File: config.mk
export PLATFORM = sky130hd
export DESIGN_NAME = controlUnit
export DESIGN_NICKNAME = d
export VERILOG_FILES = /design/src/ctrlPkg.sv /design/src/datapathPkg.sv /design/src/instrDecoder.sv /design/src/controlSequencer.sv /design/src/datapathControl.sv /design/src/controlUnit.sv
export SDC_FILE = /design/constraint.sdc
export NUM_CORES = 1
export LEC_CHECK = 0
export ABC_CLOCK_PERIOD_IN_PS = 4000
export BUFFER_PORTS_ARGS = -buffer_cell sky130_fd_sc_hd__buf_2
export CAP_MARGIN = 40
export CORE_MARGIN = 4
export CORE_UTILIZATION = 57
export CTS_BUF_LIST = sky130_fd_sc_hd__clkbuf_4
export DETAILED_ROUTE_END_ITERATION = 10
export PLACE_DENSITY_LB_ADDON = 0.3
export SLEW_MARGIN = 10
export SYNTH_ARGS = -nofsm -noshare
export SYNTH_HDL_FRONTEND = slang
export SYNTH_HIERARCHICAL = 1
export SYNTH_SLANG_ARGS = --single-unit
export TNS_END_PERCENT = 5
File: constraint.sdc
create_clock -name clk -period 4 [get_ports clk]
set_input_delay 0.2 -clock clk [delete_from_list [all_inputs] [get_ports clk]]
set_output_delay 0.2 -clock clk [all_outputs]
set_load 0.05 [all_outputs]
File: src/ctrlPkg.sv
`default_nettype none

package ctrlPkg;

    // Controller FSM states
    typedef enum logic [4:0] {
        ResetInit,      // Stack pointer written here
        Fetch1,         // Memory read of the instruction
        Fetch2,         // IR load and PC + 4
        Decode,
        AluR,
        WriteRd,
        AluI,
        WriteRt,
        Jr,
        SavePc,
        BranchCalc,     // Branch target into ALUOut
        BranchCompare,
        BranchCommit,
        MemCalc,        // Effective address
        ReadMem,
        LoadWord,
        StoreWord,
        Jump,
        Jal,
        InvalidOp,
        Overflow,
        Exception
    } ctrlState_t;

    // Instruction class after decoding opcode and funct
    typedef enum logic [4:0] {
        ClsAdd,
        ClsSub,
        ClsAnd,
        ClsOr,
        ClsSlt,
        ClsJr,
        ClsAddi,
        ClsAddiu,
        ClsSlti,
        ClsBeq,
        ClsBne,
        ClsBle,
        ClsBgt,
        ClsLw,
        ClsSw,
        ClsJ,
        ClsJal,
        ClsInvalid
    } instrClass_t;

endpackage

`default_nettype wire

File: src/datapathPkg.sv
`default_nettype none

package datapathPkg;

    localparam int OpcodeWidth = 6;     // Opcode and funct fields

    // ALU operation codes as the ALU decodes them
    typedef enum logic [4:0] {
        AluLoad    = 5'b00000,   // Pass A
        AluAddOv   = 5'b00001,
        AluSub     = 5'b00010,
        AluAnd     = 5'b00011,
        AluCmp     = 5'b00111,   // Set on less than
        AluOr      = 5'b01000,
        AluAddNoOv = 5'b01011,
        AluNe      = 5'b01110,
        AluEq      = 5'b01111,
        AluLe      = 5'b10000,
        AluGt      = 5'b10001
    } aluOp_t;

    typedef enum logic [2:0] {
        PcJumpTarget   = 3'd0,
        PcAluResult    = 3'd1,
        PcAluOut       = 3'd2,
        PcExceptVector = 3'd3
    } pcSource_t;

    typedef enum logic [2:0] {
        MtrAluOut     = 3'd0,
        MtrMemData    = 3'd1,
        MtrStackInit  = 3'd2,   // Initial stack pointer constant
        MtrExceptData = 3'd3,
        MtrPc         = 3'd4
    } memToReg_t;

    typedef enum logic [1:0] {
        RdRt = 2'd0,
        RdRd = 2'd1,
        RdRa = 2'd2,            // $31
        RdSp = 2'd3             // $29
    } regDest_t;

    typedef enum logic [2:0] {
        AddrPc          = 3'd0,
        AddrOverflowVec = 3'd1,
        AddrInvalidVec  = 3'd3
    } srcAddr_t;

    typedef enum logic [2:0] {
        SizeWord       = 3'd4,
        SizeExceptByte = 3'd6   // Byte read of the handler address
    } sizeMode_t;

    typedef enum logic [2:0] {
        SrcBReg      = 3'd0,
        SrcBFour     = 3'd1,
        SrcBImm      = 3'd2,
        SrcBImmShift = 3'd3     // Immediate shifted left by two
    } aluSrcB_t;

endpackage

`default_nettype wire

File: src/instrDecoder.sv
`timescale 1ns/1ps
`default_nettype none

module instrDecoder
    import ctrlPkg::*, datapathPkg::*;
(
    input  wire logic [OpcodeWidth-1:0] opcode,
    input  wire logic [OpcodeWidth-1:0] funct,
    output instrClass_t                 instrClass
);

    localparam logic [OpcodeWidth-1:0] OpRType = 6'h00;
    localparam logic [OpcodeWidth-1:0] OpJ     = 6'h02;
    localparam logic [OpcodeWidth-1:0] OpJal   = 6'h03;
    localparam logic [OpcodeWidth-1:0] OpBeq   = 6'h04;
    localparam logic [OpcodeWidth-1:0] OpBne   = 6'h05;
    localparam logic [OpcodeWidth-1:0] OpBle   = 6'h06;
    localparam logic [OpcodeWidth-1:0] OpBgt   = 6'h07;
    localparam logic [OpcodeWidth-1:0] OpAddi  = 6'h08;
    localparam logic [OpcodeWidth-1:0] OpAddiu = 6'h09;
    localparam logic [OpcodeWidth-1:0] OpSlti  = 6'h0a;
    localparam logic [OpcodeWidth-1:0] OpLw    = 6'h23;
    localparam logic [OpcodeWidth-1:0] OpSw    = 6'h2b;

    localparam logic [OpcodeWidth-1:0] FnJr    = 6'h08;
    localparam logic [OpcodeWidth-1:0] FnAdd   = 6'h20;
    localparam logic [OpcodeWidth-1:0] FnSub   = 6'h22;
    localparam logic [OpcodeWidth-1:0] FnAnd   = 6'h24;
    localparam logic [OpcodeWidth-1:0] FnOr    = 6'h25;
    localparam logic [OpcodeWidth-1:0] FnSlt   = 6'h2a;

    always_comb
    begin
        instrClass = ClsInvalid;                // Shifts, mult, div land here too
        case (opcode)
            OpRType:
            begin
                case (funct)
                    FnAdd:   instrClass = ClsAdd;
                    FnSub:   instrClass = ClsSub;
                    FnAnd:   instrClass = ClsAnd;
                    FnOr:    instrClass = ClsOr;
                    FnSlt:   instrClass = ClsSlt;
                    FnJr:    instrClass = ClsJr;
                    default: instrClass = ClsInvalid;
                endcase
            end
            OpAddi:  instrClass = ClsAddi;
            OpAddiu: instrClass = ClsAddiu;
            OpSlti:  instrClass = ClsSlti;
            OpBeq:   instrClass = ClsBeq;
            OpBne:   instrClass = ClsBne;
            OpBle:   instrClass = ClsBle;
            OpBgt:   instrClass = ClsBgt;
            OpLw:    instrClass = ClsLw;
            OpSw:    instrClass = ClsSw;
            OpJ:     instrClass = ClsJ;
            OpJal:   instrClass = ClsJal;
            default: instrClass = ClsInvalid;
        endcase
    end

endmodule

`default_nettype wire

File: src/controlSequencer.sv
`timescale 1ns/1ps
`default_nettype none

module controlSequencer
    import ctrlPkg::*;
#(
    parameter int MemWaitCycles    = 2,
    parameter int ExceptWaitCycles = 6
)
(
    input  wire logic  clk,
    input  wire logic  reset,
    input  instrClass_t instrClass,
    input  wire logic  overflowFlag,
    output ctrlState_t state
);

    localparam int MaxWait    = (MemWaitCycles > ExceptWaitCycles) ?
                                MemWaitCycles : ExceptWaitCycles;
    localparam int CountWidth = $clog2(MaxWait + 1);

    ctrlState_t            nextState;
    ctrlState_t            successor;
    logic [CountWidth-1:0] waitCount;    // Cycles left in the current state
    logic                  waitDone;
    logic                  overflowJump;
    logic                  changeState;

    // Counter value loaded on entry, one less than the dwell
    function automatic logic [CountWidth-1:0] dwellLoad(input ctrlState_t s);
        logic [CountWidth-1:0] load;
        case (s)
            ResetInit, Fetch1, ReadMem, LoadWord:
                load = CountWidth'(MemWaitCycles - 1);
            InvalidOp, Overflow:
                load = CountWidth'(ExceptWaitCycles - 1);
            default:
                load = '0;                          // Single cycle, Jal included
        endcase
        return load;
    endfunction

    always_comb
    begin
        waitDone     = (waitCount == '0);
        overflowJump = overflowFlag && !(state inside {ResetInit, Overflow, Exception});
        changeState  = overflowJump || waitDone;

        successor = Fetch1;                         // Every path returns to fetch
        case (state)
            ResetInit:     successor = Fetch1;
            Fetch1:        successor = Fetch2;
            Fetch2:        successor = Decode;
            Decode:
            begin
                case (instrClass)
                    ClsAdd, ClsSub, ClsAnd, ClsOr, ClsSlt:
                        successor = AluR;
                    ClsAddi, ClsAddiu, ClsSlti:
                        successor = AluI;
                    ClsJr:
                        successor = Jr;
                    ClsBeq, ClsBne, ClsBle, ClsBgt:
                        successor = BranchCalc;
                    ClsLw, ClsSw:
                        successor = MemCalc;
                    ClsJ:
                        successor = Jump;
                    ClsJal:
                        successor = Jal;
                    default:
                        successor = InvalidOp;
                endcase
            end
            AluR:          successor = WriteRd;
            AluI:          successor = WriteRt;
            Jr:            successor = SavePc;
            BranchCalc:    successor = BranchCompare;
            BranchCompare: successor = BranchCommit;
            MemCalc:       successor = (instrClass == ClsSw) ? StoreWord : ReadMem;
            ReadMem:       successor = LoadWord;
            InvalidOp:     successor = Exception;
            Overflow:      successor = Exception;
            default:       successor = Fetch1;
        endcase

        nextState = overflowJump ? Overflow : successor;
    end

    always_ff @(posedge clk)
    begin
        if (reset)
        begin
            state     <= ResetInit;
            waitCount <= dwellLoad(ResetInit);
        end
        else if (changeState)
        begin
            state     <= nextState;
            waitCount <= dwellLoad(nextState);   // Overflow restarts the count
        end
        else
        begin
            waitCount <= waitCount - 1'b1;
        end
    end

endmodule

`default_nettype wire

File: src/datapathControl.sv
`timescale 1ns/1ps
`default_nettype none

module datapathControl
    import ctrlPkg::*, datapathPkg::*;
(
    input  ctrlState_t  state,
    input  instrClass_t instrClass,
    output logic        PCWriteCond,
    output logic        PCWrite,
    output logic        IorD,
    output srcAddr_t    SrcAddr,
    output logic        WR,
    output memToReg_t   MemToReg,
    output sizeMode_t   SizeHandler,
    output logic        IRWrite,
    output logic        EPCWrite,
    output regDest_t    RegDest,
    output logic        RegWrite,
    output logic        ALUSrcA,
    output aluSrcB_t    ALUSrcB,
    output aluOp_t      ControlType,
    output pcSource_t   PCSource
);

    // ALU code per class, classes never overlap between states
    function automatic aluOp_t aluCodeFor(input instrClass_t cls);
        aluOp_t op;
        case (cls)
            ClsAdd, ClsAddi: op = AluAddOv;
            ClsAddiu:        op = AluAddNoOv;
            ClsSub:          op = AluSub;
            ClsAnd:          op = AluAnd;
            ClsOr:           op = AluOr;
            ClsSlt, ClsSlti: op = AluCmp;
            ClsBeq:          op = AluEq;
            ClsBne:          op = AluNe;
            ClsBle:          op = AluLe;
            ClsBgt:          op = AluGt;
            default:         op = AluLoad;
        endcase
        return op;
    endfunction

    always_comb
    begin
        PCWriteCond = 1'b0;
        PCWrite     = 1'b0;
        IorD        = 1'b0;
        SrcAddr     = AddrPc;
        WR          = 1'b0;
        MemToReg    = MtrAluOut;
        SizeHandler = sizeMode_t'(3'd0);
        IRWrite     = 1'b0;
        EPCWrite    = 1'b0;
        RegDest     = RdRt;
        RegWrite    = 1'b0;
        ALUSrcA     = 1'b0;
        ALUSrcB     = SrcBReg;
        ControlType = AluLoad;
        PCSource    = PcAluOut;

        case (state)
            ResetInit:
            begin
                RegWrite = 1'b1;                    // Load $sp
                RegDest  = RdSp;
                MemToReg = MtrStackInit;
            end
            Fetch2:
            begin
                IRWrite     = 1'b1;
                ALUSrcB     = SrcBFour;             // PC + 4
                ControlType = AluAddOv;
            end
            Decode:
                PCWrite = 1'b1;
            AluR:
            begin
                ALUSrcA     = 1'b1;
                ALUSrcB     = SrcBReg;
                ControlType = aluCodeFor(instrClass);
            end
            AluI:
            begin
                ALUSrcA     = 1'b1;
                ALUSrcB     = SrcBImm;
                ControlType = aluCodeFor(instrClass);
            end
            WriteRd:
            begin
                RegWrite = 1'b1;
                RegDest  = RdRd;
            end
            WriteRt:
            begin
                RegWrite = 1'b1;
                RegDest  = RdRt;
            end
            Jr:
            begin
                ALUSrcA     = 1'b1;
                ControlType = AluLoad;              // rs straight through
                PCSource    = PcAluResult;
                PCWrite     = 1'b1;
            end
            SavePc:
            begin
                PCSource = PcAluResult;
                PCWrite  = 1'b1;
            end
            BranchCalc:
            begin
                ALUSrcB     = SrcBImmShift;
                ControlType = AluAddOv;
            end
            BranchCompare:
            begin
                ALUSrcA     = 1'b1;
                PCWriteCond = 1'b1;                 // Target taken from ALUOut
                ControlType = aluCodeFor(instrClass);
            end
            BranchCommit:
                ALUSrcA = 1'b1;
            MemCalc, ReadMem:
            begin
                IorD        = (state == ReadMem);
                ALUSrcA     = 1'b1;
                ALUSrcB     = SrcBImm;
                ControlType = AluAddOv;
            end
            LoadWord:
            begin
                IorD        = 1'b1;
                SizeHandler = SizeWord;
                MemToReg    = MtrMemData;
                RegDest     = RdRt;
                RegWrite    = 1'b1;
            end
            StoreWord:
            begin
                IorD        = 1'b1;
                SizeHandler = SizeWord;
                WR          = 1'b1;
                ALUSrcA     = 1'b1;                 // Keep the address stable
                ALUSrcB     = SrcBImm;
                ControlType = AluAddOv;
            end
            Jump, Jal:
            begin
                PCSource = PcJumpTarget;
                PCWrite  = 1'b1;
                RegWrite = (state == Jal);          // Return address to $ra
                RegDest  = (state == Jal) ? RdRa : RdRt;
                MemToReg = (state == Jal) ? MtrPc : MtrAluOut;
            end
            InvalidOp, Overflow:
            begin
                PCWrite     = 1'b1;
                EPCWrite    = 1'b1;
                PCSource    = PcExceptVector;
                SizeHandler = SizeExceptByte;
                RegDest     = RdSp;
                MemToReg    = MtrMemData;
                SrcAddr     = (state == Overflow) ? AddrOverflowVec : AddrInvalidVec;
            end
            Exception:
            begin
                PCSource    = PcExceptVector;
                SizeHandler = SizeExceptByte;
                RegDest     = RdSp;
                MemToReg    = MtrExceptData;
            end
            default:
            begin
                PCSource = PcAluOut;                // Fetch1 uses the defaults
            end
        endcase
    end

endmodule

`default_nettype wire

File: src/controlUnit.sv
`timescale 1ns/1ps
`default_nettype none

module controlUnit
    import ctrlPkg::*, datapathPkg::*;
#(
    parameter int MemWaitCycles    = 2,     // Memory latency
    parameter int ExceptWaitCycles = 6      // Exception entry dwell
)
(
    input  wire logic                   clk,
    input  wire logic                   reset,
    input  wire logic [OpcodeWidth-1:0] opcode,
    input  wire logic [OpcodeWidth-1:0] funct,
    input  wire logic                   overflowFlag,
    output logic                        PCWriteCond,
    output logic                        PCWrite,
    output logic                        IorD,
    output srcAddr_t                    SrcAddr,
    output logic                        WR,
    output memToReg_t                   MemToReg,
    output sizeMode_t                   SizeHandler,
    output logic                        IRWrite,
    output logic                        EPCWrite,
    output regDest_t                    RegDest,
    output logic                        RegWrite,
    output logic                        ALUSrcA,
    output aluSrcB_t                    ALUSrcB,
    output aluOp_t                      ControlType,
    output pcSource_t                   PCSource
);

    instrClass_t instrClass;
    ctrlState_t  state;

    instrDecoder decoder_i (
        .opcode     (opcode),
        .funct      (funct),
        .instrClass (instrClass)
    );

    controlSequencer #(
        .MemWaitCycles    (MemWaitCycles),
        .ExceptWaitCycles (ExceptWaitCycles)
    ) sequencer_i (
        .clk          (clk),
        .reset        (reset),
        .instrClass   (instrClass),
        .overflowFlag (overflowFlag),
        .state        (state)
    );

    datapathControl outputs_i (
        .state       (state),
        .instrClass  (instrClass),
        .PCWriteCond (PCWriteCond),
        .PCWrite     (PCWrite),
        .IorD        (IorD),
        .SrcAddr     (SrcAddr),
        .WR          (WR),
        .MemToReg    (MemToReg),
        .SizeHandler (SizeHandler),
        .IRWrite     (IRWrite),
        .EPCWrite    (EPCWrite),
        .RegDest     (RegDest),
        .RegWrite    (RegWrite),
        .ALUSrcA     (ALUSrcA),
        .ALUSrcB     (ALUSrcB),
        .ControlType (ControlType),
        .PCSource    (PCSource)
    );

endmodule

`default_nettype wire

# Word-level counts from Yosys, hierarchy flattened
# Memory sizes are Yosys's and may differ from the RTL's.
# Index checks and enable logic that the tools add are counted.
[totals] elab_cells=102 register_bits=8 inputBits=15 mem_bits_ro=400 n_memories=4
[memory_table] memory="(no name shown)" depth=32 width=5 read_ports=1 rd_clocked_by_memory_dff=0 wr=0 line="controlSequencer.sv:56" source="case (instrClass)"
[memory_table] memory="(no name shown)" depth=16 width=5 read_ports=1 rd_clocked_by_memory_dff=0 wr=0 line="datapathControl.sv:29" source="case (cls)"
[memory_table] memory="(no name shown)" depth=16 width=5 read_ports=1 rd_clocked_by_memory_dff=0 wr=0 line="datapathControl.sv:29"
[memory_table] memory="(no name shown)" depth=16 width=5 read_ports=1 rd_clocked_by_memory_dff=0 wr=0 line="datapathControl.sv:29"
[classes] n_addsub=1 mux=28 n_eq_ne=44 reduce_logical=23
[op_table] op="5-bit case mux with 12 select lines" n=1
[op_table] op="5-bit by 4-bit equality test with 1-bit output, second input constant" n=11
[op_table] op="5-bit case mux with 11 select lines" n=1
[op_table] op="6-bit equality test, second input constant" n=7
[op_table] op="5-bit equality test, second input constant" n=8
[op_table] op="5-bit case mux with 6 select lines" n=1
[op_table] op="5-bit 2-to-1 mux" n=5
[op_table] op="6-bit by 3-bit equality test with 1-bit output, second input constant" n=4
[op_table] op="6-bit by 4-bit equality test with 1-bit output, second input constant" n=4
[op_table] op="5-bit by 3-bit equality test with 1-bit output, second input constant" n=4
[op_table] op="5-bit case mux with 4 select lines" n=1
[op_table] op="2-bit case mux with 3 select lines" n=3
[op_table] op="4-bit OR reduction" n=4
[op_table] op="6-bit by 2-bit equality test with 1-bit output, second input constant" n=2
[op_table] op="3-bit case mux with 2 select lines" n=2
[op_table] op="3-bit case mux with 4 select lines" n=1
[op_table] op="2-bit OR reduction" n=6
[op_table] op="5-bit by 1-bit equality test with 1-bit output, second input constant" n=2
[op_table] op="5-bit by 2-bit equality test with 1-bit output, second input constant" n=2
[op_table] op="5-bit zero test" n=2
[op_table] op="3-bit 2-to-1 mux" n=3
[op_table] op="8-bit OR reduction" n=1
[op_table] op="7-bit OR reduction" n=1
[op_table] op="6-bit zero test" n=1
[op_table] op="other kinds (11)" n=19

# Logic depth before layout (Yosys ltp)
# Gate-level depths: netlist of run 1.
[logic_depth] word_depth=11 ltp_mapped=14 ltp_nobuf=13

# Hierarchy
# Netlist of run 1, hierarchy kept.
[by_module_without_submodules] mod="controlSequencer" seq_area_each_um2=160.2 n_inst=1 cells_each=121 area_per_inst_um2=959.7
[by_module_without_submodules] mod="datapathControl" seq_area_each_um2=0.0 n_inst=1 cells_each=99 area_per_inst_um2=665.6
[by_module_without_submodules] mod="instrDecoder" seq_area_each_um2=0.0 n_inst=1 cells_each=47 area_per_inst_um2=305.3

# Worst setup path before layout of run 1
# No wires, ideal clock.
[synth_timing] path_kind="in2reg" start="in opcode[2]" end="reg sequencer_i.waitCount[0]" cell_stages=13 t_required_ns=3.866 t_arrival_ns=3.088 n_path_buf=1 setup_slack_ns=0.778 setup_ns=0.134 path_cell_list="clkbuf_1 -> nor4_1 -> nor3b_1 -> a221o_1 -> inv_1 -> ha_1 -> and4bb_1 -> nor3_1 -> a2111o_1 -> and2_0 -> o22ai_1 -> nor3_1 -> or4_1"
[synth_between] elab_chain_cells=10 word_cells_on_any_way=28 cone_classes="17 x eq/ne; 6 x mux; 4 x reduce/logical; 1 x memory"
[synth_rtl] item="start, declared" line="controlUnit.sv:13" source="input wire logic [OpcodeWidth-1:0] opcode,"
[synth_rtl] item="6-bit by 2-bit equality test with 1-bit output, or another cell as far along" line="instrDecoder.sv:35" source="case (opcode)"
[synth_rtl] item="5-bit case mux with 12 select lines *" line="instrDecoder.sv:35"
[synth_rtl] item="net instrClass[0]" line="controlUnit.sv:33" source="instrClass_t instrClass;"
[synth_rtl] item="branches (longest 2 deep; another with memory read 32 x 5 bit)"
[synth_rtl] item="5-bit case mux with 11 select lines *" line="controlSequencer.sv:50" source="case (state)"
[synth_rtl] item="5-bit 2-to-1 mux *" line="controlSequencer.sv:87" source="nextState = overflowJump ? Overflow : successor;"
[synth_rtl] item="5-bit by 1-bit equality test with 1-bit output, or another cell as far along" line="controlSequencer.sv:32" source="case (s)"
[synth_rtl] item="4-bit OR reduction or 2-bit OR reduction (tied branches)" line="controlSequencer.sv:32"
[synth_rtl] item="3-bit case mux with 2 select lines *" line="controlSequencer.sv:32"
[synth_rtl] item="3-bit 2-to-1 mux *" line="controlSequencer.sv:97" source="else if (changeState)"
[synth_rtl] item="end signal, assigned" line="controlSequencer.sv:95" source="waitCount <= dwellLoad(ResetInit);"
[synth_rtl] item="end signal, assigned" line="controlSequencer.sv:100" source="waitCount <= dwellLoad(nextState);"
[synth_rtl] item="end signal, assigned" line="controlSequencer.sv:104" source="waitCount <= waitCount - 1'b1;"
[synth_rtl] item="end, declared" line="controlSequencer.sv:24" source="logic [CountWidth-1:0] waitCount;"
# Mark *: on every way through the listed nets, which the timed path passes.
# A chain may end at the register's enable or synchronous reset.

# Worst setup path in the final report of run 1
# Same ends and word-level chain as after synthesis.

==> run_results.csv, run 1 <==
group,metric,value,unit
status,outcome,"finished clean",
global_routing,grt_pass1_wl,7396,um
setup_path,path_max_fanout,9,
sta,period_minus_slack,3.255,ns
setup_path,cp.required,4.12,ns
sta,relSlewSlack,50.80,%
die,core_area,3153,um^2
clock_network,cts_setup_buffers,0,
setup_path,startpoint_type,"input port",
final_layout,nets,325,
setup_path,worstSetupEndpointType,"flop",
setup_path,cp_slowest_cell,"or4_1",
run,max_cap_violations,0,
die,io_pins,45,
die,start_util,61.23,%
synthesis,synthFlopType,"dfxtp_1",
clock_network,clk_pin_slew,0.06,ns
final_layout,areaGrowthSynthToFinish,11.08,%
clock_network,insertion_delay,0.25,ns
global_routing,grt_start_max_net_pins,25,
sta,slew_viol_final,0,
clock_network,cts_tree,"built",
drt,drc,0,
synthesis,synth.largest_area_cell,"dfxtp_1",
sta,rsz0062_at_grt,"false",
global_routing,grt_pass1_vias,1680,
sta,clock_skew,0.001919,ns
place,gp_congestion,0.8424,
final_layout,layout-drive-gt1-share,22.97,%
synthesis,netlist_instances,267,
setup_path,crit_top_cell,"nor3_1",
global_routing,track_usage,20.18,%
drt,drtIter0Drc,193,
setup_path,crit_arrival,3.38,ns
drt,avgViaCountPerCell,5.803,
worst_hold_path,hp-class,"in -> reg",
sta,max_freq,307.2,MHz
power_and_ir_drop,power,1.213,mW
drt,routed_wl,4230,um
sta,worstMarginPinSlew,0.7370,ns
setup_path,path_buf_inv,2,
synthesis,synth_area_per_cell,7.231,um^2
clock_network,htreeDepth,1,
die,dieArea,4382,um^2
place,place_ws,0.4902,ns
global_routing,antenna_found_initial,0,
clock_network,cts_resized,0,
clock_network,clock-root-buffer,"clkbuf_4",
drt,routedWlPerCell,12.44,um
synthesis,synthDistinctLibCells,77,
drt,via_count,1973,
sta,finalSetupTns,0,ns
clock_network,cts_buffers,3,
sta,setup_viol,0,
setup_path,cp_cell_sequence,"buf_2, nor4_1, nor3b_1, a221o_1, inv_1, ha_1, and4bb_1, nor3_1, a2111o_1, and2_0, o22ai_1, nor3_1, or4_1",
clock_network,cts.sinks,8,
sta,timing.final.crit_share,81.39,%
synthesis,synth_seq_cells,8,
die,core.rowCount,20,
sta,setup_ws,0.7446,ns
synthesis,synth.area.top_cells,"dfxtp_1 (8.3%), ha_1 (7.8%), nor2_1 (4.7%), a21oi_1 (3.9%), buf_4 (3.9%)",
synthesis,async_flop_share,0,%
synthesis,yosys.area.top_type_share,8.296,%
setup_path,cpPeakStageDelay,0.48,ns
setup_path,path_delay_family,"simple AND/OR/NAND/NOR gates",
global_routing,gr-total-overflow,0,
place,place_hpwl,3172,um
sta,finalHoldViolations,0,
clock_network,ctsHoldBuffers,0,
synthesis,yosys_warnings,6,
setup_path,critPathKind,"in -> reg",
drt,dr.pass1.iters,4,
drt,postRouteAntennaNets,0,
clock_network,cts_max_path_buffers,2,
power_and_ir_drop,max-vdd-ir-drop,0.5466,mV
power_and_ir_drop,leakagePower,0.9618,nW
final_layout,antenna_cells,0,
die,dieHeight,66.20,um
synthesis,syn-cell-area,1931,um^2
synthesis,synth_edf_count,0,
power_and_ir_drop,p_per_area,565.6,nW/um^2
place,portBuffers,40,
synthesis,seq_area_frac_synth,8.296,%
die,die_w,66.20,um
==> worst register-to-register path, stage by stage (launching register included) <==
cell and delay, ns:
dfxtp_1 0.79, buf_4 0.31, nor4_1 0.08, a211oi_2 0.51
or2_2 0.25, nor2_1 0.05, or4_1 0.50
==> layer usage <==
| metal | routed length [um] | vias to the layer above | track usage [%] |
|---|---|---|---|
| met2 | 1923 | 49 | 32.84 |
| met5 | 0 | - | 0 |
| li1 | - | 1026 | - |
| met4 | 0 | 0 | 1.015 |
| met3 | 252 | 0 | 2.551 |
| met1 | 2055 | 898 | 29.47 |
==> metrics by stage <==
stage                     cells  util [%]  area, um^2  hold WS (ns)
after CTS                   340     68.02        2145        0.2083
after global placement      335     66.35        2092        0.4633
after detailed placement    337     67.30        2122        0.4774
final                       340     68.02        2145        0.2110
after floorplan             270         -        1942        0.2724
after global routing        340     68.02        2145        0.2107
==> state kept, by name, indices dropped and copies added (netlist names) <==
name and count:
sequencer_i/state 5, sequencer_i/waitCount 3
==> report_power, final <==
group	switching (mW)	leakage, nW	internal [mW]
logic	0.650	0.882	0.319
clock network	0.0284	0.0138	0.0344
registers	0.0717	0.0657	0.109
total	0.751	0.962	0.462
==> placed cells by master, fill, tap and decap left out, types with 4 or more instances in the layout <==
cell / count
buf_2: 40
nor2_1: 24
inv_1: 18
a21oi_1: 15
nand2_1: 14
nor2b_1: 12
ha_1: 12
o21ai_0: 9
nor3_1: 9
nand3b_1: 8
nand2b_1: 8
dfxtp_1: 8
nand3_1: 7
buf_4: 6
xnor2_1: 5
a211oi_1: 5
nor4_1: 4
a21o_1: 4
o22ai_1: 4
xor2_1: 4
conb_1: 4
==> Yosys cell counts (7+ instances only) <==
master	instances
nor2_1	24
inv_1	18
a21oi_1	15
nand2_1	14
ha_1	12
nor2b_1	12
buf_4	10
nor3_1	9
o21ai_0	9
buf_2	8
dfxtp_1	8
nand2b_1	8
nand3b_1	8
nand3_1	7
==> area by class of cell <==
class,count,area [um^2]
clock buffers,3,22.52
inverters,19,71.32
multi-input cells,218,1560
repair buffers,48,275.3
fillers,291,1008
flip-flops and latches,8,160.2
well taps,44,55.05
==> kinds of logic after synthesis <==
| family | share of synthesized area (%) |
|---|---|
| AOI/OAI and AO/OA | 29.03 |
| xor gates and xnor gates | 4.083 |
| adders and majority gates | 7.777 |
| buffers and inverters | 11.47 |
| DFF | 8.295 |
| muxes | 2.203 |
| other | 0.1942 |
| and+or+nand+nor | 36.94 |
==> worst paths after layout <==
check | depth (start not counted) | endpoint | slack [ns] | from
setup / recovery | 13 | sequencer_i/waitCount[0]$_SDFF_PP1_ | 0.74 | opcode[2]
hold / removal | 2 | sequencer_i/waitCount[1]$_SDFF_PP0_ | 0.21 | reset
setup reg to reg | 6 | sequencer_i/waitCount[0]$_SDFF_PP1_ | 1.37 | sequencer_i/state[2]$_SDFFE_PP0N_
hold reg to reg | 3 | sequencer_i/waitCount[1]$_SDFF_PP0_ | 0.54 | sequencer_i/waitCount[1]$_SDFF_PP0_
No activity file was read; power rests on OpenSTA's default activity.
==> run 2, diff against run 1 <==
- ABC_CLOCK_PERIOD_IN_PS: 4000 -> 2900
- CORE_UTILIZATION: 57 -> 51
- clock period: 4 -> 2.9 ns (I/O delays scaled with it)
==> run_results.csv, run 2 (synthesis results as in run 1) <==
group,metric,value,unit
final_layout,multi_input_area,1619,um^2
place,dpl-instance-area,2336,um^2
global_routing,antenna_found_initial,0,
drt,routed_wl,4755,um
die,dieArea,4834,um^2
place,gp_congestion,0.9106,
clock_network,cts.sinks,8,
final_layout,nets,353,
setup_path,critPathKind,"in -> reg",
clock_network,clk_pin_slew,0.05,ns
status,outcome,"finished clean",
setup_path,cp_cell_sequence,"buf_2, or4b_1, a31oi_1, o21bai_1, a221o_1, nand4b_2, a32oi_1, nor2_1, a311o_1, a211oi_2, nor3_2, or4_1",
sta,relSlewSlack,48.66,%
final_layout,areaGrowthSynthToFinish,24.63,%
final_layout,instances_no_fill,372,
power_and_ir_drop,p_per_area,720.3,nW/um^2
clock_network,cts_buffers,3,
global_routing,grt_start_max_net_pins,29,
final_layout,antenna_cells,0,
setup_path,path_max_fanout,4,
sta,finalHoldViolations,0,
place,place_inst,369,
sta,rsz0062_at_grt,"true",
power_and_ir_drop,max-vdd-ir-drop,0.3835,mV
drt,via_count,2140,
die,die_w,69.53,um
setup_path,crit_arrival,2.95,ns
sta,max_freq,354.3,MHz
drt,postRouteAntennaNets,0,
global_routing,gr-total-overflow,0,
global_routing,grt_pass1_vias,1903,
final_layout,regArea,160.2,um^2
place,place_ws,-0.2010,ns
sta,timing.final.crit_share,97.33,%
final_layout,largest_registers,"sequencer_i/state x5, sequencer_i/waitCount x3",
sta,setup_viol,0,
final_layout,largest_reg_flops,5,
sta,worstMarginPinSlew,0.7691,ns
global_routing,grt_pass1_wl,8038,um
sta,setup_ws,0.07743,ns
global_routing,track_usage,19.19,%
drt,drtIter0Drc,144,
die,start_util,52.73,%
die,dieHeight,69.53,um
clock_network,cts_max_path_buffers,2,
drt,avgViaCountPerCell,5.753,
place,place_hpwl,3711,um
die,io_pins,45,
clock_network,ctsHoldBuffers,0,
setup_path,cp.required,3.03,ns
final_layout,regMostFlops,"sequencer_i/state",
die,core_area,3661,um^2
sta,clock_skew,0.0008599,ns
setup_path,cp_slowest_cell,"or4b_1",
worst_hold_path,hp-class,"in -> reg",
clock_network,cts_setup_buffers,0,
sta,holdWs,0.1608,ns
sta,slew_viol_final,0,
setup_path,cpPeakStageDelay,0.51,ns
sta,period_minus_slack,2.823,ns
clock_network,htreeDepth,1,
drt,dr.pass1.iters,4,
setup_path,worstSetupEndpointType,"flop",
drt,routedWlPerCell,12.78,um
final_layout,final_area,2406,um^2
clock_network,clock-root-buffer,"clkbuf_4",
power_and_ir_drop,leakagePower,1.120,nW
final_layout,most-common-layout-cells,"buf_2 (39), buf_4 (36), nor2_1 (24), inv_1 (17)",
clock_network,insertion_delay,0.25,ns
run,max_cap_violations,0,
place,portBuffers,40,
final_layout,fill_cells,334,
die,core.rowCount,22,
final_layout,layout-drive-gt1-share,33.33,%
drt,drc,0,
setup_path,startpoint_type,"input port",
final_layout,final_common_cell,"buf_2",
clock_network,cts_tree,"built",
clock_network,cts_resized,0,
-- run 2: layout make-up --
class	count	area share, %
inverters	19	2.964
repair buffers	76	19.66
flip-flops and latches	8	6.656
multi-input cells	218	67.29
well taps	48	2.496
clock buffers	3	0.9360
-- run 2: worst max-delay path, delay by kind of cell --
kind / cells / cell delay [ns]
buffers and inverters: 1 / 0.10
AOI/OAI and AO/OA: 6 / 1.43
and+or+nand+nor: 5 / 1.27
-- run 2: where the power goes --
part | internal, mW | switching (mW) | leakage, nW
logic | 0.478 | 0.947 | 1.04
registers | 0.150 | 0.0741 | 0.0657
clock network | 0.0473 | 0.0375 | 0.0138
total | 0.675 | 1.06 | 1.12
-- run 2: final timing paths --
path | startpoint | to | slack (ns) | cells after the start
worst max-delay path | funct[0] | sequencer_i/waitCount[0]$_SDFF_PP1_ | 0.08 | 12
worst min-delay path | reset | sequencer_i/state[1]$_SDFFE_PP0N_ | 0.16 | 2
worst max register to register | sequencer_i/state[1]$_SDFFE_PP0N_ | sequencer_i/waitCount[0]$_SDFF_PP1_ | 0.31 | 6
worst min register to register | sequencer_i/waitCount[1]$_SDFF_PP0_ | sequencer_i/waitCount[1]$_SDFF_PP0_ | 0.53 | 3
-- run 2: routing by layer --
metal	global-route usage (%)	wire, um	vias up	share of wire [%]
met3	2.609	230	10	4.8
li1	-	-	1083	-
met5	0	0	-	0
met1	24.19	2129	986	45
met4	7.375	107	0	2.3
met2	32.84	2287	61	48
-- run 2: stage by stage --
step / TNS (ns) / utilization [%] / total power, mW
final: 0 / 65.72 / 1.733
after global routing: -0.07658 / 65.72 / 1.877
after CTS: 0 / 64.42 / 1.709
after detailed placement: -0.3263 / 63.81 / 1.623
after global placement: -0.2599 / 63.81 / 1.602
after floorplan: -0.1340 / - / 1.358
==> run 3, diff against run 2 <==
- ABC_CLOCK_PERIOD_IN_PS: 2900 -> 3300
- CORE_UTILIZATION: 51 -> 60
- clock period: 2.9 -> 3.3 ns (I/O delays scaled with it)
==> run_results.csv, run 3 (synthesis results as in run 1) <==
group,metric,value,unit
status,outcome,"finished with violations",
status,violations,"design-rule violations",
final_layout,areaGrowthSynthToFinish,11.86,%
clock_network,cts_max_path_buffers,2,
drt,routed_wl,4604,um
drt,wl_met3,271,um
drt,via_count,2061,
drt,routedWlPerCell,13.38,um
sta,timing.final.crit_share,90.50,%
setup_path,startpoint_type,"input port",
setup_path,cp.required,3.42,ns
die,dieArea,4189,um^2
sta,period_minus_slack,2.987,ns
place,place_hpwl,3494,um
setup_path,path_max_fanout,5,
power_and_ir_drop,p_seq_share,14.5,%
global_routing,gr-total-overflow,0,
sta,worstMarginPinSlew,0.7614,ns
power_and_ir_drop,p_clk_share,4.8,%
clock_network,htreeDepth,1,
sta,finalHoldViolations,0,
drt,met1_length,2083,um
global_routing,grt_start_max_net_pins,24,
power_and_ir_drop,p_comb_share,80.7,%
clock_network,cts_resized,0,
final_layout,layout-drive-gt1-share,24.00,%
clock_network,ctsHoldBuffers,0,
final_layout,most-common-layout-cells,"buf_2 (40), nor2_1 (24), inv_1 (18), a21oi_1 (15), nand2_1 (14)",
setup_path,crit_arrival,3.11,ns
setup_path,critPathKind,"in -> reg",
sta,rsz0062_at_grt,"false",
clock_network,clock-root-buffer,"clkbuf_4",
final_layout,antenna_cells,0,
global_routing,grt_pass1_vias,1846,
die,dieHeight,64.73,um
sta,slew_viol_final,0,
drt,drc,1,
die,io_pins,45,
worst_hold_path,holdPathStages,2,
drt,drtIter0Drc,271,
drt,postRouteAntennaNets,0,
global_routing,grt_pass1_wl,7838,um
worst_hold_path,hp-class,"in -> reg",
die,core.rowCount,20,
clock_network,cts_setup_buffers,0,
sta,relSlewSlack,49.17,%
run,max_cap_violations,0,
final_layout,largest_registers,"sequencer_i/state x5, sequencer_i/waitCount x3",
final_layout,regMostFlops,"sequencer_i/state",
final_layout,largest_reg_flops,5,
sta,max_freq,334.8,MHz
final_layout,final_common_cell,"buf_2",
global_routing,track_usage,22.36,%
sta,clock_skew,0.003094,ns
sta,finalSetupTns,0,ns
power_and_ir_drop,p_per_area,678.4,nW/um^2
power_and_ir_drop,switchingPower,0.9104,mW
drt,dr.pass1.iters,7,
setup_path,ff2ff_path_depth,8,
die,start_util,62.72,%
power_and_ir_drop,swShare,62.14,%
clock_network,clk_pin_slew,0.05,ns
sta,setup_viol,0,
power_and_ir_drop,intPower,0.5547,mW
global_routing,antenna_found_initial,0,
place,gp_congestion,0.8886,
clock_network,cts.sinks,8,
clock_network,cts_buffers,3,
drt,avgViaCountPerCell,5.991,
power_and_ir_drop,leakagePower,0.9775,nW
power_and_ir_drop,power,1.465,mW
drt,top_layer,"met4",
die,core_area,3078,um^2
place,portBuffers,40,
clock_network,insertion_delay,0.24,ns
final_layout,nets,329,
clock_network,cts_tree,"built",
power_and_ir_drop,max-vdd-ir-drop,0.4504,mV
setup_path,worstSetupEndpointType,"flop",
drt,routed-wl-met2,2181,um
die,die_w,64.73,um
-- run 3: cell count changes in the layout (fill, tap and decap cells not counted), moves of 2 or more --
cell,change
a211oi_1,+2
a211oi_2,-2
buf_4,-24
nor3b_1,+2
nor3b_2,-2
-- run 3: layout make-up --
class	instances	area, um^2
Multi-Input combinational cell	218	1560
Fill cell	268	918.4
Timing Repair Buffer	52	290.3
Sequential cell	8	160.2
Inverter	19	71.32
Tap cell	44	55.05
Clock buffer	3	22.52
-- run 3: per-stage QoR --
step	util, %	hold WS [ns]	cells	cell area, um^2	worst slack [ns]
floorplan	-	0.2374	270	1942	0.1131
global placement	69.43	0.4337	341	2137	0.1112
detailed placement	69.43	0.4318	341	2137	0.06473
CTS	70.16	0.1669	344	2160	0.3290
global route	70.16	0.1826	344	2160	0.09206
finish	70.16	0.1739	344	2160	0.3134
-- run 3: power groups by stage --
| stage | Clock (mW) | Sequential (mW) | Combinational (mW) |
|---|---|---|---|
| 2_1_floorplan | 0 | 0.162 | 1.03 |
| 3_3_place_gp | 0 | 0.212 | 1.16 |
| 3_5_place_dp | 0 | 0.212 | 1.18 |
| 4_1_cts | 0.0753 | 0.211 | 1.18 |
| 5_1_grt | 0.0815 | 0.222 | 1.28 |
| 6_report | 0.0702 | 0.213 | 1.18 |
-- run 3: worst paths after layout --
path	to	start	slack, ns
max reg2reg	sequencer_i/waitCount[0]$_SDFF_PP1_	sequencer_i/state[3]$_SDFFE_PP0N_	0.69
max	sequencer_i/waitCount[0]$_SDFF_PP1_	funct[0]	0.31
min	sequencer_i/state[4]$_SDFFE_PP0N_	reset	0.17
min reg2reg	sequencer_i/waitCount[1]$_SDFF_PP0_	sequencer_i/waitCount[1]$_SDFF_PP0_	0.54
-- run 3: metal layers --
layer  global-route usage [%]  up-vias
met5                        0        -
met3                    2.946       10
met2                    38.31       78
li1                         -     1035
met4                    7.388        0
met1                    28.65      938
-- run 3: critical path, stage by stage --
cell and delay (ns):
buf_2 0.12, or4b_1 0.51, a31oi_1 0.18, o21bai_1 0.09, a221o_1 0.36, buf_4 0.17
a211oi_1 0.22, nor3_1 0.08, a2111o_1 0.37, and2_0 0.16, o22ai_1 0.16, nor3_1 0.07
or4_1 0.46
